File: src/hw/tree_route_pkg.sv
/* tree route shared types */
`default_nettype none

package tree_route_pkg;

    // ========================================
    // tree shape
    // ========================================
    localparam int TREE_K = 2;                      // children per router
    localparam int TREE_L = 3;                      // levels, 0 is the leaf row
    localparam int NUM_EP = TREE_K ** TREE_L;       // endpoints under the root

    localparam int DIGIT_W = $clog2(TREE_K);        // one base-K digit
    localparam int LEVEL_W = $clog2(TREE_L + 1);    // room for root + 1 on look-ahead
    localparam int PORT_W  = $clog2(TREE_K + 1);    // down ports 0..K-1, up is K
    localparam int EP_W    = $clog2(NUM_EP);

    typedef logic [EP_W-1:0]    ep_t;
    typedef logic [PORT_W-1:0]  port_t;
    typedef logic [LEVEL_W-1:0] level_t;
    typedef logic [TREE_L-1:0][DIGIT_W-1:0] digits_t;   // digit 0 is least significant

    localparam port_t UP_PORT = port_t'(TREE_K);

    // ========================================
    // payloads
    // ========================================
    typedef struct packed {
        ep_t    dest;           // destination endpoint
        level_t cur_level;
        ep_t    cur_index;      // row index inside the level
        port_t  in_port;
    } route_req_t;

    typedef struct packed {
        digits_t cur_digits;    // cur_index * K^lvl in digits
        level_t  cur_level;
        digits_t dest_digits;
        port_t   in_port;
    } route_addr_t;

    typedef struct packed {
        port_t  port;           // this router's output port
        port_t  lk_port;        // next router's output port
        logic   lk_eject;
        port_t  in_port;
    } route_dec_t;

    typedef struct packed {
        logic [TREE_K-1:0] port_mask;   // one-hot without the input port
        port_t             lk_port;
        logic              lk_eject;
    } route_out_t;

endpackage

`default_nettype wire

File: src/hw/pipe_stage.sv
/* one-entry pipeline register */
`default_nettype none

module pipe_stage #(
    parameter type payload_t = logic
) (
    input  wire      clk,
    input  wire      reset,
    input  payload_t in_data,
    input  wire      in_valid,
    output logic     in_ready,
    output payload_t out_data,
    output logic     out_valid,
    input  wire      out_ready
);

    logic     full;
    payload_t data_q;

    // take a new item when empty or when the current one leaves
    assign in_ready = !full || out_ready;

    always_ff @(posedge clk or posedge reset) begin
        if (reset) begin
            full <= 1'b0;
        end else if (in_ready) begin
            full <= in_valid;
        end
    end

    always_ff @(posedge clk) begin
        if (in_valid && in_ready) begin
            data_q <= in_data;              // load on handshake
        end
    end

    assign out_data  = data_q;
    assign out_valid = full;

endmodule

`default_nettype wire

File: src/hw/route_in.sv
/* header to digit address */
`default_nettype none

module route_in
    import tree_route_pkg::*;
(
    input  route_req_t  req,
    output route_addr_t addr
);

    ep_t scale;         // K^lvl
    ep_t fat_pos;       // fat-tree equivalent position

    // split a position into base-K digits, lowest first
    function automatic digits_t to_digits(input ep_t pos);
        digits_t d;
        ep_t     rest;
        rest = pos;
        for (int i = 0; i < TREE_L; i++) begin
            d[i] = DIGIT_W'(rest % TREE_K);
            rest = ep_t'(rest / TREE_K);
        end
        return d;
    endfunction

    always_comb begin
        scale = ep_t'(1);
        for (int i = 0; i < TREE_L - 1; i++) begin
            if (i < req.cur_level) begin
                scale = ep_t'(scale * TREE_K);
            end
        end
        fat_pos = ep_t'(req.cur_index * scale);

        // a router at lvl holds its row index in digits lvl and up
        addr.cur_digits  = to_digits(fat_pos);
        addr.cur_level   = req.cur_level;
        addr.dest_digits = to_digits(req.dest);
        addr.in_port     = req.in_port;
    end

endmodule

`default_nettype wire

File: src/hw/nca_route.sv
/* nearest common ancestor port */
`default_nettype none

module nca_route
    import tree_route_pkg::*;
(
    input  digits_t cur_digits,
    input  level_t  cur_level,
    input  digits_t dest_digits,
    output port_t   port
);

    logic mismatch;     // dest outside this subtree

    // ========================================
    // ancestor compare
    // ========================================
    // The router position is shifted one digit down against the
    // destination: router digit i-1 lines up with dest digit i.
    // Only digits above the current level take part.
    always_comb begin
        mismatch = 1'b0;
        for (int i = 1; i < TREE_L; i++) begin
            if ((i > cur_level) && (cur_digits[i-1] != dest_digits[i])) begin
                mismatch = 1'b1;
            end
        end
    end

    // up when outside, else the dest digit at this level
    assign port = mismatch ? UP_PORT : port_t'(dest_digits[cur_level]);

endmodule

`default_nettype wire

File: src/hw/lookahead_route.sv
/* look-ahead route for the next hop */
`default_nettype none

module lookahead_route
    import tree_route_pkg::*;
(
    input  digits_t cur_digits,
    input  level_t  cur_level,
    input  digits_t dest_digits,
    input  port_t   port,
    output port_t   lk_port,
    output logic    lk_eject
);

    digits_t nxt_digits;
    level_t  nxt_level;
    port_t   nxt_port;

    // ========================================
    // next router address
    // ========================================
    always_comb begin
        nxt_digits = cur_digits;
        nxt_level  = cur_level;
        if (port == UP_PORT) begin
            nxt_digits[cur_level] = '0;                 // parent index j/K
            nxt_level = level_t'(cur_level + 1'b1);
        end else if (cur_level != '0) begin
            nxt_digits[cur_level - 1'b1] = port[DIGIT_W-1:0];  // child j*K+p
            nxt_level = level_t'(cur_level - 1'b1);
        end
    end

    nca_route next_hop (
        .cur_digits  (nxt_digits),
        .cur_level   (nxt_level),
        .dest_digits (dest_digits),
        .port        (nxt_port)
    );

    // a leaf going down leaves the tree
    assign lk_eject = (port != UP_PORT) && (cur_level == '0);
    assign lk_port  = lk_eject ? '0 : nxt_port;

endmodule

`default_nettype wire

File: src/hw/route_out.sv
/* port decode and credit output */
`default_nettype none

module route_out
    import tree_route_pkg::*;
#(
    parameter int CREDITS = 4
) (
    input  wire        clk,
    input  wire        reset,
    input  route_dec_t dec,
    input  wire        dec_valid,
    output logic       dec_ready,
    output route_out_t out,
    output logic       out_valid,
    input  wire        credit_return
);

    localparam int CNT_W = $clog2(CREDITS + 1);

    logic [CNT_W-1:0] credits;
    logic [TREE_K:0]  port_hot;     // K down ports plus up

    // ========================================
    // credit counter
    // ========================================
    assign out_valid = dec_valid && (credits != '0);
    assign dec_ready = out_valid;   // stage B drains on delivery

    always_ff @(posedge clk or posedge reset) begin
        if (reset) begin
            credits <= CNT_W'(CREDITS);
        end else if (out_valid && !credit_return) begin
            credits <= credits - 1'b1;
        end else if (credit_return && !out_valid && (credits != CNT_W'(CREDITS))) begin
            credits <= credits + 1'b1;  // saturate at CREDITS
        end
    end

    // ========================================
    // decode and input port removal
    // ========================================
    always_comb begin
        port_hot = '0;
        port_hot[dec.port] = 1'b1;
        for (int i = 0; i < TREE_K; i++) begin
            // bits above in_port move down one
            out.port_mask[i] = (i < dec.in_port) ? port_hot[i] : port_hot[i+1];
        end
        out.lk_port  = dec.lk_port;
        out.lk_eject = dec.lk_eject;
    end

endmodule

`default_nettype wire

File: src/hw/tree_route_top.sv
/* tree route unit top */
`default_nettype none

module tree_route_top
    import tree_route_pkg::*;
#(
    parameter int OUT_CREDITS = 4
) (
    input  wire        clk,
    input  wire        reset,
    input  route_req_t req,
    input  wire        req_valid,
    output logic       req_ready,
    output route_out_t out,
    output logic       out_valid,
    input  wire        credit_return
);

    route_addr_t addr_d;
    route_addr_t addr_q;
    logic        a_valid;
    logic        b_ready;
    wire route_dec_t dec_d;     // filled member by member
    route_dec_t  dec_q;
    logic        b_valid;
    logic        o_ready;

    route_in u_route_in (.req(req), .addr(addr_d));

    pipe_stage #(.payload_t(route_addr_t)) stage_a (
        .clk(clk), .reset(reset),
        .in_data(addr_d), .in_valid(req_valid), .in_ready(req_ready),
        .out_data(addr_q), .out_valid(a_valid), .out_ready(b_ready)
    );

    nca_route u_nca (
        .cur_digits(addr_q.cur_digits), .cur_level(addr_q.cur_level),
        .dest_digits(addr_q.dest_digits), .port(dec_d.port)
    );

    lookahead_route u_lookahead (
        .cur_digits(addr_q.cur_digits), .cur_level(addr_q.cur_level),
        .dest_digits(addr_q.dest_digits), .port(dec_d.port),
        .lk_port(dec_d.lk_port), .lk_eject(dec_d.lk_eject)
    );

    assign dec_d.in_port = addr_q.in_port;

    pipe_stage #(.payload_t(route_dec_t)) stage_b (
        .clk(clk), .reset(reset),
        .in_data(dec_d), .in_valid(a_valid), .in_ready(b_ready),
        .out_data(dec_q), .out_valid(b_valid), .out_ready(o_ready)
    );

    route_out #(.CREDITS(OUT_CREDITS)) u_route_out (
        .clk(clk), .reset(reset),
        .dec(dec_q), .dec_valid(b_valid), .dec_ready(o_ready),
        .out(out), .out_valid(out_valid), .credit_return(credit_return)
    );

endmodule

`default_nettype wire

File: config.mk
export PLATFORM = sky130hd
export DESIGN_NAME = tree_route_top
export DESIGN_NICKNAME = d
export VERILOG_FILES = /design/src/hw/tree_route_pkg.sv /design/src/hw/pipe_stage.sv /design/src/hw/route_in.sv /design/src/hw/nca_route.sv /design/src/hw/lookahead_route.sv /design/src/hw/route_out.sv /design/src/hw/tree_route_top.sv
export SDC_FILE = /design/constraint.sdc
export NUM_CORES = 1
export LEC_CHECK = 0
export ABC_AREA = 1
export BUFFER_PORTS_ARGS = -buffer_cell sky130_fd_sc_hd__buf_2
export CORE_UTILIZATION = 45
export CTS_CLUSTER_DIAMETER = 100
export DETAILED_ROUTE_END_ITERATION = 10
export GPL_TIMING_DRIVEN = 0
export REMOVE_ABC_BUFFERS = 1
export SLEW_MARGIN = 20
export SYNTH_ARGS = -nofsm -noshare
export SYNTH_HDL_FRONTEND = slang
export SYNTH_HIERARCHICAL = 1
export SYNTH_SLANG_ARGS = --single-unit
File: constraint.sdc
create_clock -name clk -period 2.5 [get_ports clk]
set_input_delay 0.25 -clock clk [delete_from_list [all_inputs] [get_ports clk]]
set_output_delay 0.25 -clock clk [all_outputs]
set_load 0.05 [all_outputs]
==> results of run 1 <==
power breakdown:
part	internal, W	switching [W]	leakage, nW
Clock	0.0000597	0.000103	0.0177
Combinational	0.000275	0.000673	0.569
Sequential	0.000548	0.0000888	0.213
per-layer routing:
layer | part of all wire | wire length, µm | GRT usage
met3 | 0.035 | 72 | 0.0268
met4 | 0.011 | 23 | 0.0510
met1 | 0.44 | 911 | 0.150
met2 | 0.51 | 1060 | 0.273
met5 | 0 | 0 | 0
cell type report:
type	instances	area, µm²	area share
multi-input combinational	98	552	0.371
sequential	21	607	0.408
inverter	39	156	0.105
timing repair buffer	20	105	0.0707
clock buffer	3	22.5	0.0152
tap	31	38.8	0.0261
clock inverter	1	5.00	0.00337
worst max-delay path: cells and delay by family, from the launching register on:
family,cells,cell delay [ns]
AO/OA/AOI/OAI,3,0.30
buffers and inverters,4,0.35
flip-flops,1,0.52
AND/OR/NAND/NOR,9,0.71
final timing paths:
| check | depth (start not counted) | endpoint | from | slack, ns |
|---|---|---|---|---|
| max reg2reg | 16 | stage_b/out_data[3] | stage_a/out_data[5] | 0.39 |
| max | 16 | stage_b/out_data[3] | stage_a/out_data[5] | 0.39 |
| min | 1 | stage_a/out_data[3] | req[8] | 0.11 |
| min in group asynchronous | 3 | stage_b/out_valid | reset | 0.34 |
| min reg2reg | 0 | stage_b/out_data[1] | stage_a/out_data[1] | 0.43 |
| max in group asynchronous | 3 | u_route_out/credits[2] | reset | 1.90 |
metrics by stage:
| stage | util | TNS [ns] | total power [W] | setup WS (ns) | hold slack (ns) |
|---|---|---|---|---|---|
| 2_1_floorplan | - | -0.486 | 0.00141 | -0.0540 | -0.0213 |
| 3_3_place_gp | 0.508 | 0 | 0.00156 | 0.448 | 0.105 |
| 3_5_place_dp | 0.508 | 0 | 0.00160 | 0.406 | 0.113 |
| 4_1_cts | 0.521 | 0 | 0.00177 | 0.389 | 0.0970 |
| 5_1_grt | 0.521 | 0 | 0.00190 | 0.192 | 0.0762 |
| 6_report | 0.521 | 0 | 0.00175 | 0.392 | 0.110 |
sequential cells by signal, summed over array words and instances (netlist names):
signal               count
stage_a/out_data         9
stage_a/out_valid        1
stage_b/out_data         7
stage_b/out_valid        1
u_route_out/credits      3
repair_timing:
item / in CTS / in global routing
setup buffers: 0 / 0
hold buffers: 1 / 0
hold endpoints to repair: 4 / 0
==> flow_summary.toml, run 1 <==
[setup_path]
worstPathMaxFanout = 8
crit_top_cell = "nand2_1"
cp_cell_sequence = "inv_1, nand2_1, nor2_1, a21oi_1, nor2_1, inv_2, nand2_4, nand2_1, o21ai_1, inv_1, nand2_1, nand2_1, a21oi_1, nor2_1, inv_1, nor2_2"
cpPeakStageDelay_ns = 0.52
crit_path_end_kind = "flop"
cp_data_arrival_time_ns = 2.19
crit_type = "reg2reg"
crit_path_start_kind = "flop"
cpMaxStageDelayCell = "edfxtp_1"
cp.required_ns = 2.58

[clock_network]
cts_resized = 0
clk_latency_ns = 0.30
clk_path_buf_depth = 2
clockRootBuffer = "clkbuf_4"
cts.clk_slew.worst_paths_ns = 0.12
tritoncts = "built"
cts_made_buffers = 3
htreeDepth = 1
clock_sinks = 21

[final_layout]
nFillCells = 269
design_area_um2 = 1490
diodes = 0
layout-drive-gt1-share = 0.242
final_common_cell = "nand2_1"
nets = 205
mostFrequentLayoutCells = "nand2_1, inv_1, buf_2, edfxtp_1, nor2_1"
area_delta_synth_final_pct = 5.23
stdcell_count = 213

[routing]
vias = 1016
first_pass_iters = 7
avgRoutedWirePerCell_um = 9.73
drc = 1
finalWirelength_mm = 2.07
via_per_inst = 4.77
drt-initial-drc-count = 14
detail-route-antenna-nets = 0

[sta]
tightest_slew_ns = 0.874
rsz0062_at_grt = "false"
fin_skew_ns = 0.00265
maxSlewViolCount = 0
slew-limit-headroom = 0.417
fin_crit_sh = 0.843
setup_viol = 0
post-route-min-period_ns = 2.11
hold_violations = 0
fmaxAchievable_mhz = 474

[floorplanning]
die_x_um = 58.0
ioPinCount = 21
num_rows = 19
dieArea_um2 = 3370
start_util = 0.495
core_um2 = 2850
die-height_um = 58.0

[place]
gp_congestion = 0.827
place_inst = 208
dp_hpwl_mm = 1.71
port-buffer-count = 19
placed_area_um2 = 1450

[power_and_ir_drop]
vdd_ir_drop_max_v = 0.000680
p_leak_nw = 0.800
powerDensity_nw_per_um2 = 1170

[run_status]
status = "finished with violations"
violations = "DRC"

[yosys]
syn_inst = 171
syn-cell-area_um2 = 1410
syn-mean-instance-area_um2 = 8.26
yosysWarnings = 6

[job]
maxCapViolations = 0

[global_route]
grt_overflow = 0
grt_max_degree = 13
grt_usage = 0.141
grt_pass1_vias = 942
grt_pass1_wl_mm = 3.62
antenna_found_initial = 0

[hold_path]
worstHoldPathType = "in2reg"
No activity file was read; power rests on OpenSTA's default activity.
==> inputs of run 2 (changes only) <==
==> constraint.sdc (replaced) <==
create_clock -name clk -period 2.12 [get_ports clk]
set_input_delay 0.212 -clock clk [delete_from_list [all_inputs] [get_ports clk]]
set_output_delay 0.212 -clock clk [all_outputs]
set_load 0.05 [all_outputs]
==> run 2 against run 1 <==
The run still ends with DRC left. Combinational power is 25% higher. Cell area is 2.9% higher. Setup slack worse by 0.33 ns. Hold slack worse by 0.039 ns. Sequential power is 19% higher. Global-route usage stayed put. Largest cell class unchanged. Largest power group unchanged. Highest routed layer unchanged.
==> flow_summary.toml, run 2 (synthesized netlist as in run 1, its figures left out) <==
[routing]
detail-route-antenna-nets = 0
vias = 1029
highest_layer = "met4"
finalWirelength_mm = 2.13
first_pass_iters = 7
wl_met3_um = 74
drt-initial-drc-count = 8
via_per_inst = 4.81
drc = 1
avgRoutedWirePerCell_um = 9.95
wl_met2_mm = 1.11
wl_met1_um = 909

[setup_path]
r2r-start = "stage_a/out_data[5]"
crit_path_end_kind = "flop"
crit_path_start_kind = "flop"
ff2ff_path_depth = 16
crit_type = "reg2reg"
cpMaxStageDelayCell = "edfxtp_1"
cp_cell_sequence = "inv_2, nand2_2, nor2_2, a21oi_1, nor2_1, inv_2, nand2_4, nand2_2, o21ai_2, inv_1, nand2_1, nand2_1, a21oi_2, nor2_1, inv_1, nor2_2"
cp.required_ns = 2.20
r2r_end = "stage_b/out_data[3]"
worstPathMaxFanout = 7
r2r_slack_ns = 0.06
cp_data_arrival_time_ns = 2.14
cpPeakStageDelay_ns = 0.53

[hold_path]
worstHoldPathType = "in2reg"
hp-start = "req[8]"
min_to = "stage_a/out_data[3]"
hold_depth = 1

[final_layout]
nFillCells = 269
final_common_cell = "nand2_1"
mostFrequentLayoutCells = "nand2_1, inv_1, buf_2, edfxtp_1"
nets = 206
final_core_util = 0.536
design_area_um2 = 1530
area_delta_synth_final_pct = 8.33
diodes = 0
largest_reg_flops = 9
layout-drive-gt1-share = 0.328

[floorplanning]
ioPinCount = 21
num_rows = 19
start_util = 0.495
core_um2 = 2850
dieArea_um2 = 3370
die-height_um = 58.0
die_x_um = 58.0

[clock_network]
clk_path_buf_depth = 2
htreeDepth = 1
cts.clk_slew.worst_paths_ns = 0.11
clk_latency_ns = 0.30
cts_made_buffers = 3
clock_sinks = 21
clockRootBuffer = "clkbuf_4"
tritoncts = "built"

[sta]
slew-limit-headroom = 0.522
setup_viol = 0
tightest_slew_ns = 0.717
rsz0062_at_grt = "true"
hold_violations = 0
post-route-min-period_ns = 2.06
maxSlewViolCount = 0
setup-tns-final_ns = 0
fmaxAchievable_mhz = 485
fin_crit_sh = 0.972
fin_skew_ns = 0.00231

[global_route]
grt_overflow = 0
antenna_found_initial = 0
grt_max_degree = 13
grt_pass1_wl_mm = 3.62
grt_usage = 0.141
grt_pass1_vias = 942

[power_and_ir_drop]
p_clk_frac = 0.090
powerDensity_nw_per_um2 = 1390
pwr-share-comb = 0.554
power.switching_w = 0.00106
p_leak_nw = 0.808
vdd_ir_drop_max_v = 0.000815
p_seq_frac = 0.355
switching_share = 0.498
p_int_w = 0.00106

[run_status]
status = "finished with violations"
violations = "DRC"

[place]
placed_area_um2 = 1450
port-buffer-count = 19
dp_hpwl_mm = 1.71
gp_congestion = 0.827

[job]
maxCapViolations = 0
-- run 2: changes by cell type in the layout (fill, tap and decap cells not counted), sizes merged --
cell,previous run,this run
buf,19,20
-- run 2: worst max-delay path by stage --
stage	startpoint	to	slack, ns	cells after the start
2_1_floorplan	u_route_out/credits[2]	stage_a/out_data[0]	-0.43	6
3_3_place_gp	stage_a/out_data[5]	stage_b/out_data[3]	0.07	16
3_5_place_dp	stage_a/out_data[5]	stage_b/out_data[3]	0.03	16
4_1_cts	stage_a/out_data[5]	stage_b/out_data[3]	0.009	16
5_1_grt	stage_a/out_data[5]	stage_b/out_data[3]	-0.10	16
6_report	stage_a/out_data[5]	stage_b/out_data[3]	0.06	16
-- run 2: final cells by class --
class | count | area [µm²] | share of cell area
flip-flops and latches | 21 | 607 | 0.397
multi-input cells | 98 | 588 | 0.384
inverters | 39 | 156 | 0.102
repair buffers | 21 | 113 | 0.0736
well taps | 31 | 38.8 | 0.0253
clock buffers | 3 | 22.5 | 0.0147
clock inverters | 1 | 5.00 | 0.00327
-- run 2: through the flow --
| step | worst slack [ns] | total power (W) | hold WS [ns] | cells |
|---|---|---|---|---|
| after global routing | -0.101 | 0.00230 | 0.0382 | 214 |
| after floorplan | -0.434 | 0.00167 | -0.0593 | 158 |
| after CTS | 0.00935 | 0.00209 | 0.0590 | 213 |
| after detailed placement | 0.0264 | 0.00189 | 0.0747 | 208 |
| after global placement | 0.0677 | 0.00184 | 0.0674 | 208 |
| final | 0.0585 | 0.00212 | 0.0706 | 214 |
-- run 2: per-layer routing --
layer,global-route usage,vias to the layer above
li1,-,528
met1,0.150,473
met2,0.273,23
met3,0.0268,5
met4,0.0510,0
met5,0,-
-- run 2: timing repair --
action	in CTS	in global routing
resized for setup	0	15
endpoints found under the hold margin	5	0
hold buffers	1	0
setup endpoints to repair	0	11
buffers inserted	0	1
-- run 2: critical path: cells and delay by family, from the launching register on --
family	cells	cell delay (ns)
and+or+nand+nor	9	0.73
DFF	1	0.53
buffers and inverters	4	0.34
AOI/OAI and AO/OA	3	0.23
-- run 2: power by group through the flow --
stage | registers, W | logic [W] | clock network (W)
6_report | 0.000754 | 0.00118 | 0.000192
5_1_grt | 0.000770 | 0.00131 | 0.000226
4_1_cts | 0.000751 | 0.00113 | 0.000203
3_5_place_dp | 0.000759 | 0.00113 | 0
3_3_place_gp | 0.000756 | 0.00109 | 0
2_1_floorplan | 0.000842 | 0.000824 | 0
==> inputs of run 3 (changes only) <==
--- a/config.mk
+++ b/config.mk
@@ -11,9 +11,9 @@
 export CTS_CLUSTER_DIAMETER = 100
 export DETAILED_ROUTE_END_ITERATION = 10
 export GPL_TIMING_DRIVEN = 0
+export PLACE_DENSITY = 0.66
 export REMOVE_ABC_BUFFERS = 1
 export SLEW_MARGIN = 20
 export SYNTH_ARGS = -nofsm -noshare
 export SYNTH_HDL_FRONTEND = slang
-export SYNTH_HIERARCHICAL = 1
 export SYNTH_SLANG_ARGS = --single-unit
==> run 3 against run 2 <==
The run now ends clean. Via count decreased by 10%. Clock-buffer cell count increased by 1. Total power decreased by 39%. Register-to-register slack improved by 0.15 ns. Largest cell class unchanged. Highest routed layer unchanged.
==> flow_summary.toml, run 3 <==
[yosys]
synth-edff-count = 16
syn-mean-instance-area_um2 = 9.03
ys_types = 24
yosys.area.top_type_share = 0.391
yosysWarnings = 0
synth_most_common_cell = "nand2_1"
yosys-top-cells-area = "edfxtp_1, nand2_1, dfrtp_1"
ys.flop_type = "edfxtp_1"
syn_inst = 136
yosys-top-cells-count = "nand2_1, inv_1, edfxtp_1"
syn-cell-area_um2 = 1230
ys_seq_area_frac = 0.494
synth.largest_area_cell = "edfxtp_1"
ys_ff_latch = 21
async_reset_ff_frac = 0.238

[power_and_ir_drop]
p_leak_nw = 0.685
fin_total_pwr_w = 0.00130
vdd_ir_drop_max_v = 0.000661
powerDensity_nw_per_um2 = 926

[clock_network]
clock_sinks = 21
clockRootBuffer = "clkbuf_4"
clk_path_buf_depth = 2
htreeDepth = 1
cts_made_buffers = 3
cts.clk_slew.worst_paths_ns = 0.10
tritoncts = "built"
clk_latency_ns = 0.29

[setup_path]
crit_path_end_kind = "flop"
crit_path_start_kind = "flop"
crit_type = "reg2reg"
r2r_slack_ns = 0.21
cp_data_arrival_time_ns = 1.98
cp.required_ns = 2.18
worstPathMaxFanout = 9

[sta]
slew-limit-headroom = 0.783
maxSlewViolCount = 0
fmaxAchievable_mhz = 522
tightest_slew_ns = 0.324
fin_skew_ns = 0.00462
fin_crit_sh = 0.903
whs_ns = 0.0883
setup_ws_ns = 0.205
setup_viol = 0
rsz0062_at_grt = "false"
post-route-min-period_ns = 1.91
setup-tns-final_ns = 0
hold_violations = 0

[global_route]
antenna_found_initial = 0
grt_overflow = 0
grt_max_degree = 12
grt_usage = 0.146
grt_pass1_wl_mm = 3.06
grt_pass1_vias = 797

[routing]
drt-initial-drc-count = 10
avgRoutedWirePerCell_um = 9.81
detail-route-antenna-nets = 0
drc = 0
via_per_inst = 4.87
finalWirelength_mm = 1.86
vias = 926
first_pass_iters = 4

[floorplanning]
die-height_um = 54.3
core_um2 = 2520
ioPinCount = 21
dieArea_um2 = 2940
num_rows = 18
start_util = 0.487
die_x_um = 54.3

[place]
place_ws_ns = 0.118
gp_congestion = 0.813
dp_hpwl_mm = 1.49
place_inst = 182
port-buffer-count = 19

[final_layout]
stdcell_count = 190
nets = 182
area_delta_synth_final_pct = 14.0
final_common_cell = "nand2_1"
layout-drive-gt1-share = 0.256
mostFrequentLayoutCells = "nand2_1, inv_1, buf_2, edfxtp_1, nor2_1"
largest_reg_flops = 9
diodes = 0

[run_status]
status = "completed"

[hold_path]
worstHoldPathType = "in2reg"

[job]
maxCapViolations = 0
==> run 3: power breakdown <==
part / internal [W] / switching (W) / total (W)
Clock: 0.0000731 / 0.000104 / 0.000177
Combinational: 0.000163 / 0.000357 / 0.000520
Sequential: 0.000550 / 0.0000488 / 0.000599
==> run 3: stage by stage <==
stage | area [µm²] | util
after floorplan | 1210 | -
after global placement | 1340 | 0.531
after detailed placement | 1340 | 0.531
after CTS | 1380 | 0.545
after global routing | 1400 | 0.555
final | 1400 | 0.555
==> run 3: kinds of logic after synthesis <==
logic type,synth area share
muxes,0.00916
DFF,0.494
xor gates and xnor gates,0.0143
buffers and inverters,0.0855
adders and majority gates,0.0774
and+or+nand+nor,0.286
AOI/OAI and AO/OA,0.0336
==> run 3: routing by layer <==
metal  global-route usage  part of all wire
met2                0.266              0.51
met3               0.0417             0.043
met4               0.0385            0.0048
met1                0.165              0.44
met5                    0                 0
==> run 3: area by class of cell <==
type | count | area [µm²]
Clock buffer | 4 | 26.3
Fill cell | 234 | 1120
Inverter | 22 | 82.6
Multi-Input combinational cell | 90 | 519
Sequential cell | 21 | 607
Tap cell | 30 | 37.5
Timing Repair Buffer | 23 | 128
==> run 3: worst paths after layout <==
| path | startpoint | to | cells past startpoint |
|---|---|---|---|
| setup reg to reg | stage_a.out_data[5] | stage_b.out_data[3] | 12 |
| hold / removal | req[1] | stage_a.out_data[1] | 1 |
| min in group asynchronous | reset | u_route_out.credits[0] | 3 |
| setup / recovery | stage_a.out_data[5] | stage_b.out_data[3] | 12 |
| max in group asynchronous | reset | u_route_out.credits[2] | 3 |
| hold reg to reg | stage_a.out_data[1] | stage_b.out_data[1] | 0 |
==> run 3: worst max-delay path: stages (launching register included) <==
cell      delay (ns)
edfxtp_1        0.45
inv_1           0.14
ha_1            0.22
nor2_1          0.13
nand3_2         0.15
nand2_4         0.15
nand2_1         0.08
nand2_2         0.08
inv_1           0.06
nand3_1         0.08
nand2_1         0.05
nand2_1         0.07
nor2_2          0.04
==> run 3: what timing repair did <==
action,in CTS,in global routing
hold buffers,1,0
resized for setup,0,1
hold endpoints to repair,4,0
buffers inserted,0,3
setup endpoints to repair,0,1
